$ cat config.mk
export PLATFORM = sky130hd
export DESIGN_NAME = bno085_hub
export DESIGN_NICKNAME = d
export VERILOG_FILES = /design/src/bno_ctrl_pkg.sv /design/src/bno_shtp_pkg.sv /design/src/bno085_hub.sv /design/src/shtp_rx_parser.sv /design/src/shtp_cmd_rom.sv /design/src/spi_byte_sequencer.sv /design/src/bno_seq_ctrl.sv
export VERILOG_INCLUDE_DIRS = /design/src /design/src/src
export SDC_FILE = /design/constraint.sdc
export NUM_CORES = 1
export LEC_CHECK = 0
export BUFFER_PORTS_ARGS = -buffer_cell sky130_fd_sc_hd__buf_2
export CAP_MARGIN = 5
export CORE_ASPECT_RATIO = 0.9
export CORE_MARGIN = 2
export CORE_UTILIZATION = 50
export DETAILED_ROUTE_END_ITERATION = 8
export GPL_ROUTABILITY_DRIVEN = 0
export PLACE_DENSITY = 0.74
export SLEW_MARGIN = 20
export SYNTH_ARGS = -nofsm -noshare
export SYNTH_HDL_FRONTEND = slang
export SYNTH_SLANG_ARGS = --single-unit
export TNS_END_PERCENT = 50
$ cat constraint.sdc
create_clock -name clk -period 4.05 [get_ports clk]
set_clock_uncertainty 0.15 [all_clocks]
set_input_delay 0.2025 -clock clk [delete_from_list [all_inputs] [get_ports clk]]
set_output_delay 0.2025 -clock clk [all_outputs]
set_load 0.03 [all_outputs]
$ cat src/bno_consts.svh
`ifndef BNO_CONSTS_SVH
`define BNO_CONSTS_SVH

// Default delays in clock cycles, tuned for a 30 MHz clock
`define BNO_RESET_WAIT   300000
`define BNO_WAKE_HOLD    450
`define BNO_INT_TIMEOUT  150000
`define BNO_CMD_GAP      30000

`define BNO_HDR_BYTES    4        // Length LSB, length MSB, channel, sequence

// Input report channels
`define BNO_CH_REPORTS   8'h03
`define BNO_CH_GYRO_RV   8'h05

`define BNO_RID_ROT_VEC  8'h05
`define BNO_RID_GYRO     8'h02

`define BNO_CMD_PROD_LEN 5
`define BNO_CMD_FEAT_LEN 17
`define BNO_REPORT_INTERVAL 32'd20000   // Microseconds, 50 Hz

`endif
$ cat src/bno_ctrl_pkg.sv
`default_nettype none

// Controller side types
package bno_ctrl_pkg;

    typedef enum logic [3:0] {
        POWER_UP,
        WAKE,
        WAIT_INT,
        CMD_SEND,
        CMD_GAP,
        IDLE,
        HDR_READ,
        PAY_READ,
        FAULT
    } ctrl_state_t;

    typedef logic [1:0] cmd_step_t;    // Init command number
    typedef logic [7:0] byte_idx_t;    // Byte position in a run

    typedef enum logic {HEADER, PAYLOAD} rx_phase_t;

endpackage

`default_nettype wire

$ cat src/bno_shtp_pkg.sv
`default_nettype none

// SHTP transport and sensor data types
package bno_shtp_pkg;

    typedef logic [7:0]  shtp_byte_t;     // One byte on the SPI wire
    typedef logic [15:0] shtp_len_t;      // Packet length, header included
    typedef logic [7:0]  shtp_channel_t;
    typedef logic [7:0]  report_id_t;

    // Q-point fixed value, scale depends on the report
    typedef logic signed [15:0] axis_t;

    // Rotation vector quaternion
    typedef struct packed {
        axis_t w;
        axis_t x;
        axis_t y;
        axis_t z;
    } quat_vec_t;

    typedef struct packed {
        axis_t x;
        axis_t y;
        axis_t z;
    } gyro_vec_t;

endpackage

`default_nettype wire

$ cat src/bno085_hub.sv
`timescale 1ns/1ps
`default_nettype none

`include "bno_consts.svh"

module bno085_hub
    import bno_shtp_pkg::*;
    import bno_ctrl_pkg::*;
#(
    parameter int unsigned reset_wait  = `BNO_RESET_WAIT,
    parameter int unsigned wake_hold   = `BNO_WAKE_HOLD,
    parameter int unsigned int_timeout = `BNO_INT_TIMEOUT,
    parameter int unsigned cmd_gap     = `BNO_CMD_GAP
) (
    input  logic       clk,
    input  logic       rst_n,
    input  logic       int_n,
    input  logic       spi_done,
    input  shtp_byte_t spi_rx_data,
    output logic       spi_start,
    output shtp_byte_t spi_tx_data,
    output logic       cs_n,
    output logic       ps0_wake,
    output logic       initialized,
    output logic       error,
    output logic       quat_valid,
    output quat_vec_t  quat,
    output logic       gyro_valid,
    output gyro_vec_t  gyro
);

    logic       run_go;
    byte_idx_t  run_len;
    logic       run_tx_from_rom;
    byte_idx_t  byte_idx;
    logic       run_end;
    shtp_byte_t rom_byte;
    byte_idx_t  cmd_len;
    cmd_step_t  step;
    rx_phase_t  rx_phase;
    shtp_len_t  payload_len;
    logic       hdr_ok;

    bno_seq_ctrl #(
        .reset_wait  (reset_wait),
        .wake_hold   (wake_hold),
        .int_timeout (int_timeout),
        .cmd_gap     (cmd_gap)
    ) i_seq_ctrl (
        .clk, .rst_n, .int_n, .run_end, .hdr_ok, .payload_len, .cmd_len,
        .run_go, .run_len, .run_tx_from_rom, .step, .rx_phase,
        .cs_n, .ps0_wake, .initialized, .error
    );

    spi_byte_sequencer i_byte_seq (
        .clk, .rst_n, .run_go, .run_len, .run_tx_from_rom, .rom_byte,
        .spi_done, .spi_start, .spi_tx_data, .byte_idx, .run_end
    );

    shtp_cmd_rom i_cmd_rom (
        .step, .byte_idx, .rom_byte, .cmd_len
    );

    shtp_rx_parser i_rx_parser (
        .clk, .rst_n, .spi_done, .spi_rx_data, .byte_idx, .rx_phase,
        .payload_len, .hdr_ok, .quat_valid, .quat, .gyro_valid, .gyro
    );

endmodule

`default_nettype wire

$ cat src/shtp_rx_parser.sv
`timescale 1ns/1ps
`default_nettype none

`include "bno_consts.svh"

module shtp_rx_parser
    import bno_shtp_pkg::*;
    import bno_ctrl_pkg::*;
(
    input  logic       clk,
    input  logic       rst_n,
    input  logic       spi_done,
    input  shtp_byte_t spi_rx_data,
    input  byte_idx_t  byte_idx,
    input  rx_phase_t  rx_phase,
    output shtp_len_t  payload_len,
    output logic       hdr_ok,
    output logic       quat_valid,
    output quat_vec_t  quat,
    output logic       gyro_valid,
    output gyro_vec_t  gyro
);

    shtp_len_t     pkt_len;
    shtp_channel_t chan;
    report_id_t    rid;
    shtp_byte_t    lsb;
    axis_t         axis_val;
    logic          chan_ok;
    logic          is_rot;
    logic          is_gyro;

    assign payload_len = pkt_len - shtp_len_t'(`BNO_HDR_BYTES);
    assign hdr_ok      = pkt_len > shtp_len_t'(`BNO_HDR_BYTES);   // Bit 15 already dropped
    assign chan_ok     = (chan == `BNO_CH_REPORTS) || (chan == `BNO_CH_GYRO_RV);
    assign is_rot      = (rid == `BNO_RID_ROT_VEC);
    assign is_gyro     = (rid == `BNO_RID_GYRO);
    assign axis_val    = {spi_rx_data, lsb};      // High byte arrives second

    always_ff @(posedge clk or negedge rst_n) begin
        if (!rst_n) begin
            pkt_len <= '0;
            chan    <= '0;
        end else if (spi_done && rx_phase == HEADER) begin
            case (byte_idx)
                8'd0: pkt_len[7:0]  <= spi_rx_data;
                8'd1: pkt_len[15:8] <= {1'b0, spi_rx_data[6:0]};  // Continuation bit off
                8'd2: chan          <= spi_rx_data;
                default: ;
            endcase
        end
    end

    // Report ID and low byte holding
    always_ff @(posedge clk) begin
        if (spi_done && rx_phase == PAYLOAD && chan_ok) begin
            if (byte_idx == 8'd0) begin
                rid <= spi_rx_data;
            end
            if (byte_idx >= 8'd4 && !byte_idx[0]) begin
                lsb <= spi_rx_data;
            end
        end
    end

    always_ff @(posedge clk or negedge rst_n) begin
        if (!rst_n) begin
            quat       <= '0;
            gyro       <= '0;
            quat_valid <= 1'b0;
            gyro_valid <= 1'b0;
        end else begin
            quat_valid <= 1'b0;
            gyro_valid <= 1'b0;
            // Odd bytes 5..11 complete x, y, z, w
            if (spi_done && rx_phase == PAYLOAD && chan_ok && byte_idx[0]
                    && byte_idx >= 8'd5 && byte_idx <= 8'd11) begin
                case (byte_idx[3:1])
                    3'd2: begin
                        if (is_rot)  quat.x <= axis_val;
                        if (is_gyro) gyro.x <= axis_val;
                    end
                    3'd3: begin
                        if (is_rot)  quat.y <= axis_val;
                        if (is_gyro) gyro.y <= axis_val;
                    end
                    3'd4: begin
                        if (is_rot) quat.z <= axis_val;
                        if (is_gyro) begin
                            gyro.z     <= axis_val;
                            gyro_valid <= 1'b1;     // Gyro report ends at z
                        end
                    end
                    3'd5: begin
                        if (is_rot) begin
                            quat.w     <= axis_val;
                            quat_valid <= 1'b1;
                        end
                    end
                    default: ;
                endcase
            end
        end
    end

endmodule

`default_nettype wire

$ cat src/shtp_cmd_rom.sv
`timescale 1ns/1ps
`default_nettype none

`include "bno_consts.svh"

module shtp_cmd_rom
    import bno_shtp_pkg::*;
    import bno_ctrl_pkg::*;
(
    input  cmd_step_t  step,
    input  byte_idx_t  byte_idx,
    output shtp_byte_t rom_byte,
    output byte_idx_t  cmd_len
);

    localparam shtp_byte_t rid_prod_id_req = 8'hf9;
    localparam shtp_byte_t rid_set_feature = 8'hfd;
    localparam logic [31:0] interval       = `BNO_REPORT_INTERVAL;

    report_id_t feat_rid;
    logic       is_feat;

    assign is_feat  = (step != cmd_step_t'(0));
    assign feat_rid = (step == cmd_step_t'(1)) ? `BNO_RID_ROT_VEC : `BNO_RID_GYRO;
    assign cmd_len  = is_feat ? byte_idx_t'(`BNO_CMD_FEAT_LEN) : byte_idx_t'(`BNO_CMD_PROD_LEN);

    always_comb begin
        rom_byte = 8'h00;
        case (byte_idx)
            8'd0: rom_byte = cmd_len;                 // Length LSB, MSB stays zero
            8'd2: rom_byte = 8'h02;                   // Control channel
            8'd3: rom_byte = {6'd0, step};            // Sequence number
            8'd4: rom_byte = is_feat ? rid_set_feature : rid_prod_id_req;
            8'd5: if (is_feat) rom_byte = feat_rid;
            // Report interval, little-endian
            8'd9:  if (is_feat) rom_byte = interval[7:0];
            8'd10: if (is_feat) rom_byte = interval[15:8];
            8'd11: if (is_feat) rom_byte = interval[23:16];
            8'd12: if (is_feat) rom_byte = interval[31:24];
            default: rom_byte = 8'h00;
        endcase
    end

endmodule

`default_nettype wire

$ cat src/spi_byte_sequencer.sv
`timescale 1ns/1ps
`default_nettype none

module spi_byte_sequencer
    import bno_shtp_pkg::*;
    import bno_ctrl_pkg::*;
(
    input  logic       clk,
    input  logic       rst_n,
    input  logic       run_go,
    input  byte_idx_t  run_len,
    input  logic       run_tx_from_rom,
    input  shtp_byte_t rom_byte,
    input  logic       spi_done,
    output logic       spi_start,
    output shtp_byte_t spi_tx_data,
    output byte_idx_t  byte_idx,
    output logic       run_end
);

    logic      busy;
    byte_idx_t last_idx;

    // Reads clock out zeros
    assign spi_tx_data = run_tx_from_rom ? rom_byte : 8'h00;
    assign run_end     = busy && spi_done && (byte_idx == last_idx);

    always_ff @(posedge clk or negedge rst_n) begin
        if (!rst_n) begin
            busy      <= 1'b0;
            spi_start <= 1'b0;
            byte_idx  <= '0;
            last_idx  <= '0;
        end else begin
            spi_start <= 1'b0;
            if (run_go) begin
                busy      <= 1'b1;
                byte_idx  <= '0;
                last_idx  <= run_len - 1'b1;
                spi_start <= 1'b1;
            end else if (busy && spi_done) begin
                if (run_end) begin
                    busy <= 1'b0;
                end else begin
                    byte_idx  <= byte_idx + 1'b1;
                    spi_start <= 1'b1;    // Next byte right after done
                end
            end
        end
    end

endmodule

`default_nettype wire

$ cat src/bno_seq_ctrl.sv
`timescale 1ns/1ps
`default_nettype none

`include "bno_consts.svh"

module bno_seq_ctrl
    import bno_shtp_pkg::*;
    import bno_ctrl_pkg::*;
#(
    parameter int unsigned reset_wait  = `BNO_RESET_WAIT,
    parameter int unsigned wake_hold   = `BNO_WAKE_HOLD,
    parameter int unsigned int_timeout = `BNO_INT_TIMEOUT,
    parameter int unsigned cmd_gap     = `BNO_CMD_GAP
) (
    input  logic       clk,
    input  logic       rst_n,
    input  logic       int_n,
    input  logic       run_end,
    input  logic       hdr_ok,
    input  shtp_len_t  payload_len,
    input  byte_idx_t  cmd_len,
    output logic       run_go,
    output byte_idx_t  run_len,
    output logic       run_tx_from_rom,
    output cmd_step_t  step,
    output rx_phase_t  rx_phase,
    output logic       cs_n,
    output logic       ps0_wake,
    output logic       initialized,
    output logic       error
);

    // One counter serves every delay and is sized for the longest
    localparam int unsigned max_ab = (reset_wait > int_timeout) ? reset_wait : int_timeout;
    localparam int unsigned max_cd = (wake_hold > cmd_gap) ? wake_hold : cmd_gap;
    localparam int unsigned cnt_w  = $clog2(((max_ab > max_cd) ? max_ab : max_cd) + 1);

    typedef logic [cnt_w-1:0] dly_cnt_t;

    ctrl_state_t state;
    dly_cnt_t    dly;
    logic        int_sync;

    always_ff @(posedge clk or negedge rst_n) begin
        if (!rst_n) begin
            int_sync <= 1'b1;
        end else begin
            int_sync <= int_n;
        end
    end

    always_ff @(posedge clk or negedge rst_n) begin
        if (!rst_n) begin
            state           <= POWER_UP;
            dly             <= '0;
            step            <= '0;
            cs_n            <= 1'b1;
            ps0_wake        <= 1'b1;
            initialized     <= 1'b0;
            error           <= 1'b0;
            run_go          <= 1'b0;
            run_len         <= '0;
            run_tx_from_rom <= 1'b0;
            rx_phase        <= HEADER;
        end else begin
            run_go <= 1'b0;
            case (state)
                POWER_UP: begin
                    if (dly == dly_cnt_t'(reset_wait)) begin
                        dly      <= '0;
                        step     <= '0;
                        ps0_wake <= 1'b0;      // Wake the hub for the first command
                        state    <= WAKE;
                    end else begin
                        dly <= dly + 1'b1;
                    end
                end
                WAKE: begin
                    if (dly == dly_cnt_t'(wake_hold)) begin
                        dly   <= '0;
                        state <= WAIT_INT;
                    end else begin
                        dly <= dly + 1'b1;
                    end
                end
                WAIT_INT: begin
                    if (!int_sync) begin
                        cs_n            <= 1'b0;
                        ps0_wake        <= 1'b1;   // Released once selected
                        run_go          <= 1'b1;
                        run_len         <= cmd_len;
                        run_tx_from_rom <= 1'b1;
                        state           <= CMD_SEND;
                    end else if (dly == dly_cnt_t'(int_timeout)) begin
                        state <= FAULT;
                    end else begin
                        dly <= dly + 1'b1;
                    end
                end
                CMD_SEND: begin
                    if (run_end) begin
                        cs_n  <= 1'b1;
                        dly   <= '0;
                        state <= CMD_GAP;
                    end
                end
                CMD_GAP: begin
                    if (dly == dly_cnt_t'(cmd_gap)) begin
                        dly <= '0;
                        if (step == cmd_step_t'(2)) begin
                            initialized <= 1'b1;
                            state       <= IDLE;
                        end else begin
                            step     <= step + 1'b1;
                            ps0_wake <= 1'b0;
                            state    <= WAKE;
                        end
                    end else begin
                        dly <= dly + 1'b1;
                    end
                end
                IDLE: begin
                    // Hub has a packet for us
                    if (!int_sync) begin
                        cs_n            <= 1'b0;
                        run_go          <= 1'b1;
                        run_len         <= byte_idx_t'(`BNO_HDR_BYTES);
                        run_tx_from_rom <= 1'b0;
                        rx_phase        <= HEADER;
                        state           <= HDR_READ;
                    end
                end
                HDR_READ: begin
                    if (run_end) begin
                        if (hdr_ok) begin
                            run_go   <= 1'b1;
                            // Longer payloads are cut at 255 bytes
                            run_len  <= (payload_len > 16'd255) ? 8'hff : payload_len[7:0];
                            rx_phase <= PAYLOAD;
                            state    <= PAY_READ;
                        end else begin
                            cs_n  <= 1'b1;
                            state <= IDLE;
                        end
                    end
                end
                PAY_READ: begin
                    if (run_end) begin
                        cs_n  <= 1'b1;
                        state <= IDLE;
                    end
                end
                FAULT: begin
                    error    <= 1'b1;    // Sticky until reset
                    ps0_wake <= 1'b1;
                    dly      <= '0;
                    state    <= POWER_UP;
                end
                default: state <= POWER_UP;
            endcase
        end
    end

endmodule

`default_nettype wire

Word-level counts from Yosys, hierarchy flattened
Cells that the tools add are included.
{"block": "classes", "n_bitwise": 1, "eq_ne": 47, "order_cmp": 5, "n_reduce_logical": 48, "mux": 70, "add_sub_neg": 5}
{"op": "$mux 19", "n": 6}
{"op": "$pmux 19 s6", "n": 1}
{"op": "$mux 8", "n": 10}
{"op": "$pmux 8 s7", "n": 1}
{"op": "$mux 4", "n": 9}
{"op": "$eq 8x2->1 const B", "n": 4}
{"op": "$eq 8x3->1 const B", "n": 4}
{"op": "$pmux 4 s8", "n": 1}
{"op": "$reduce_and 3->1", "n": 9}
{"op": "$mux 1", "n": 25}
{"op": "$pmux 8 s3", "n": 1}
{"op": "$add 19x1->19 const B", "n": 1}
{"op": "$eq 19x15->1 const B", "n": 1}
{"op": "$eq 19x18->1 const B", "n": 1}
{"op": "$eq 19x19->1 const B", "n": 1}
{"op": "$eq 19x9->1 const B", "n": 1}
{"op": "$eq 4x3->1 const B", "n": 4}
{"op": "$eq 8x4->1 const B", "n": 2}
{"op": "$ge 8x3->1 const B", "n": 2}
{"op": "$gt 16x8->1 const B", "n": 1}
{"op": "$ne 2x1->1 const B", "n": 8}
{"op": "$ne 2x2->1 const B", "n": 8}
{"op": "$sub 15x3->16 const B", "n": 1}
{"op": "$gt 15x3->1 const B", "n": 1}
{"op": "38 further kinds", "n": 73}
{"block": "word_totals", "out_inout_bits": 127, "reg_bits": 212}

Logic depth before layout (Yosys ltp)
{"block": "logic_depth", "depth_word": 7, "ltp_mapped": 11}

Hierarchy
Synthesis repeated with hierarchy kept, for this count alone.
{"block": "hier_totals", "cells_unflattened": 829, "area_unflattened_um2": 10062.2}
{"module": "shtp_rx_parser", "area_each_um2": 6190.9, "n_inst": 1, "cells_per_inst": 390}
{"module": "bno_seq_ctrl", "area_each_um2": 2489.9, "n_inst": 1, "cells_per_inst": 283}
{"module": "spi_byte_sequencer", "area_each_um2": 1091.0, "n_inst": 1, "cells_per_inst": 111}
{"module": "shtp_cmd_rom", "area_each_um2": 290.3, "n_inst": 1, "cells_per_inst": 45}

Worst setup path after synthesis
Ideal clock, no wire load.
{"block": "synth_path", "kind": "register to register", "start": "register i_byte_seq.byte_idx[1]", "end": "register i_rx_parser.gyro[15] (netlist name)", "path_buffers": 2, "slack_ns": 1.380, "synth_period_minus_slack_ns": 2.670, "t_arrival_ns": 2.395, "stages_incl_launch_ff": 11, "path_cell_list": "dfrtp_1 -> inv_1 -> ha_1 -> clkbuf_1 -> nand2b_1 -> a21oi_1 -> nor3_2 -> nand3_1 -> nor4_4 -> buf_6 -> mux2_2"}
{"block": "synth_via", "elab_chain_len": 4, "word_cells_on_any_way": 6}
{"element": "start: declaration", "line_no": "spi_byte_sequencer.sv:17", "text": "output byte_idx_t byte_idx,"}
{"element": "start signal: assignment", "line_no": "spi_byte_sequencer.sv:45", "text": "byte_idx <= byte_idx + 1'b1;"}
{"element": "$ge 8x3->1", "line_no": "shtp_rx_parser.sv:77", "text": "&& byte_idx >= 8'd5 && byte_idx <= 8'd11) begin"}
{"element": "$logic_and 1x1->1 (2 in series)", "line_no": "shtp_rx_parser.sv:77"}
{"element": "$reduce_and 3->1 (no line) (*)"}
Every way passes the cells marked *; elsewhere a longest branch is shown, timed or not.
A chain may end at the register's enable or synchronous reset.

Final worst setup path
{"block": "layout_path", "start": "register i_seq_ctrl.dly[15]", "end": "register i_seq_ctrl.dly[13]"}
{"block": "layout_via", "elab_chain_len": 3, "word_cells_on_any_way": 10}
{"element": "start: declaration", "line_no": "bno_seq_ctrl.sv:41", "text": "dly_cnt_t dly;"}
{"element": "start signal: assignment", "line_no": "bno_seq_ctrl.sv:75", "text": "dly <= dly + 1'b1;"}
{"element": "start signal: assignment", "line_no": "bno_seq_ctrl.sv:83", "text": "dly <= dly + 1'b1;"}
{"element": "start signal: assignment", "line_no": "bno_seq_ctrl.sv:97", "text": "dly <= dly + 1'b1;"}
{"element": "$eq 19x15->1 (tied with other cells)", "line_no": "bno_seq_ctrl.sv:108", "text": "if (dly == dly_cnt_t'(cmd_gap)) begin"}
{"element": "$mux 19 (tied with other cells)", "line_no": "bno_seq_ctrl.sv:108"}
{"element": "$pmux 19 s6 or $reduce_and 4->1 (tied branches)"}
Parallel ways exist; a longest one is shown, timed or not.

==> run_results.csv <==
group,metric,value,unit
global_routing,antenna_found_initial,0,
clock_tree,path_clk_slew,0.06,ns
floorplanning,start_util,50.6,%
final_layout,fin_cells,1195,
global_routing,grt-ovfl-total,0,
worst_hold_path,hold_path.class,"in -> reg",
clock_tree,clk_latency,0.52,ns
drt,drt_iter0_markers,367,
clock_tree,htree_levels,1,
drt,drc,0,
synthesis,synthTopCellsByArea,"dfrtp_1, mux2_2, edfxtp_1",
clock_tree,cts_inserted_buffers,23,
timing,finalMaxSlewViolations,0,
synthesis,syn-num-nets,815,
placement,dp_cells,1142,
clock_tree,clkSinkCount,212,
placement,place_area,0.0105,mm²
synthesis,synth_area_leader_cell,"dfrtp_1",
synthesis,ys.warnings.count,0,
clock_tree,cts_buffer_depth,3,
placement,io_buffers,138,
global_routing,grt_max_degree,123,
timing,rsz0062_at_grt,"false",
floorplanning,die_h,136,µm
global_routing,grt_pass1_wl,34200,µm
synthesis,postSynthCellCount,788,
synthesis,ys.flop_type,"dfrtp_1",
synthesis,async_flop_share,92.5,%
placement,post-place-ws,1.02,ns
worst_setup_path,cp.arrival,3.32,ns
clock_tree,clockRootBuffer,"clkbuf_16",
timing,fmax,323,MHz
power_and_ir_drop,ir_worst_vdd,0.283,mV
drt,wl_per_cell,18.0,µm
synthesis,synth.avg_cell_area,12.2,µm²
timing,final.setup.worst_slack,0.951,ns
final_layout,synthToLayoutAreaGrowth,18.1,%
floorplanning,placeableCoreArea,0.0190,mm²
timing,period_share,76.5,%
synthesis,synth_top_area_share,50.1,%
synthesis,ys_seq_area_share,55.9,%
final_layout,antennaDiodeCount,0,
timing,max_slew.worst_pin.slew,0.776,ns
worst_setup_path,cp-end-kind,"flop",
drt,via_per_inst,5.58,
final_layout,fin_nets,955,
power_and_ir_drop,p_total,4.68,mW
floorplanning,placementRows,48,
power_and_ir_drop,leakagePower,5.80,nW
clock_tree,postCtsResizedCells,0,
global_routing,grt_usage,21.0,%
worst_setup_path,path_class,"reg -> reg",
floorplanning,die_area,0.0204,mm²
worst_setup_path,critPathRequiredTime,4.27,ns
drt,drt_wl_total,21500,µm
synthesis,synth_edf_count,16,
timing,whs,0.0711,ns
synthesis,synth.cell_area,0.00964,mm²
power_and_ir_drop,power_density,411,mW/mm²
timing,tns,0,ns
drt,ant_nets,0,
synthesis,yosysMostFrequentCell,"dfrtp_1",
global_routing,grt_pass1_vias,6370,
floorplanning,die_x,150,µm
worst_setup_path,path_max_fanout,21,
final_layout,stdcell_area,0.0114,mm²
run_status,status,"complete, no violations",
placement,hpwl,14200,µm
drt,firstDrtPassIters,5,
flow_run,drv_cap,0,
final_layout,drive_above_1_share,37.2,%
worst_setup_path,start_kind,"flop",
floorplanning,ioPinCount,139,
clock_tree,cts_tree,"built",
timing,fin_crit,3.10,ns
synthesis,synthTopCellsByCount,"dfrtp_1, mux2_2, nor2_1",
drt,vias,6667,
final_layout,utilization,59.8,%
timing,hold_violations,0,
synthesis,synth_cell_types,68,
timing,setup_violations,0,
timing,maxSlewHeadroom,48.2,%
synthesis,ys_ff_latch,212,
sequential cells by signal, summed over array words and instances, names as in the netlist:
name                        count
i_byte_seq.spi_start            1
i_rx_parser.quat               64
i_seq_ctrl.initialized          1
i_rx_parser.lsb                 8
i_byte_seq.byte_idx             8
i_seq_ctrl.int_sync             1
i_seq_ctrl.step                 2
i_rx_parser.rid                 8
i_rx_parser.pkt_len            15
i_seq_ctrl.run_len              8
i_seq_ctrl.cs_n                 1
i_seq_ctrl.run_tx_from_rom      1
i_rx_parser.gyro_valid          1
i_rx_parser.gyro               48
i_byte_seq.busy                 1
i_byte_seq.last_idx             8
i_rx_parser.chan                8
i_seq_ctrl.error                1
i_seq_ctrl.state                4
i_seq_ctrl.rx_phase             1
i_seq_ctrl.run_go               1
i_rx_parser.quat_valid          1
i_seq_ctrl.ps0_wake             1
i_seq_ctrl.dly                 19
worst max-delay path, stage by stage (launching register included):
cell	delay (ns)
dfrtp_1	0.43
or4b_1	0.59
nor4_2	0.40
nand4_1	0.20
o21ai_0	0.19
a31o_2	0.46
nand2b_1	0.41
o311ai_1	0.14
cells in the final DEF, fill, tap and decap left out, types with 4 or more instances in the layout:
cell type | netlist | layout
nor3_1 | 22 | 21
a31oi_1 | 5 | 5
and2_1 | 4 | 4
o21ai_0 | 14 | 14
clkbuf_8 | 0 | 6
a21oi_1 | 36 | 36
mux2_2 | 136 | 136
nand4_1 | 11 | 11
dfrtp_1 | 193 | 193
edfxtp_1 | 16 | 16
nor4_1 | 6 | 6
o22ai_1 | 9 | 9
nand3_1 | 19 | 19
and3_1 | 6 | 6
dlygate4sd3_1 | 0 | 10
a21o_1 | 15 | 15
xor2_1 | 19 | 19
ha_1 | 15 | 15
xnor2_1 | 8 | 8
a21o_2 | 4 | 4
inv_1 | 22 | 22
nor2b_1 | 8 | 8
a22o_1 | 11 | 11
buf_2 | 8 | 137
clkinv_2 | 0 | 9
nand3b_1 | 5 | 5
or3_1 | 6 | 6
nand2_1 | 41 | 41
nand2_2 | 6 | 6
nand2b_1 | 10 | 10
or2_2 | 6 | 6
clkbuf_16 | 0 | 24
nor2_1 | 45 | 45
kinds of logic (layout without fill, tap and decap cells):
group / Yosys count / in the layout / share of synthesized area [%]
simple gates: 218 / 218 / 12.3
flops: 212 / 212 / 55.9
mux: 136 / 136 / 15.9
compound gates: 120 / 120 / 8.64
buf+inv: 60 / 217 / 2.83
xor+xnor: 27 / 27 / 2.45
fa+ha+maj: 15 / 15 / 1.95
power breakdown:
part,leakage [nW],switching [mW],internal [mW],total [mW]
clock,0.379,0.848,1.18,2.03
sequential,2.77,0.0904,2.17,2.26
combinational,2.65,0.240,0.145,0.385
metal layers:
layer	part of all wire [%]	global-route usage, %	wire length [µm]	vias to the layer above
met1	45	29.7	9730	3343
met2	48	33.7	10300	154
met5	0	0	0	-
met3	4.7	3.47	1000	42
met4	2.3	5.77	486	0
li1	-	-	-	3128
cell type report:
type,instances,area (µm²)
Timing Repair Buffer,153,870
Clock buffer,31,677
Tap cell,250,313
Clock inverter,11,72.6
Fill cell,1489,7650
Sequential cell,212,5390
Inverter,22,82.6
Multi-Input combinational cell,516,3980
path summary, 6_finish.rpt:
kind | from | to | slack (ns) | cells after the start
setup / recovery | i_seq_ctrl.dly[15]$_DFFE_PN0P_ | i_seq_ctrl.dly[13]$_DFFE_PN0P_ | 0.95 | 7
hold / removal | spi_done | i_seq_ctrl.rx_phase$_DFFE_PN0P_ | 0.07 | 4
setup reg to reg | i_seq_ctrl.dly[15]$_DFFE_PN0P_ | i_seq_ctrl.dly[13]$_DFFE_PN0P_ | 0.95 | 7
hold reg to reg | i_seq_ctrl.cs_n$_DFFE_PN1P_ | i_seq_ctrl.cs_n$_DFFE_PN1P_ | 0.30 | 2
max in group asynchronous | rst_n | i_rx_parser.quat[10]$_DFFE_PN0P_ | 2.90 | 3
min in group asynchronous | rst_n | i_byte_seq.byte_idx[5]$_DFFE_PN0P_ | 0.08 | 2
timing repair:
action                                  in CTS  in global routing
hold endpoints to repair                   149                  0
endpoints found under the setup margin       0                  0
hold buffers                                10                  0
setup buffers                                0                  0
(Power assumes the default switching activity.)
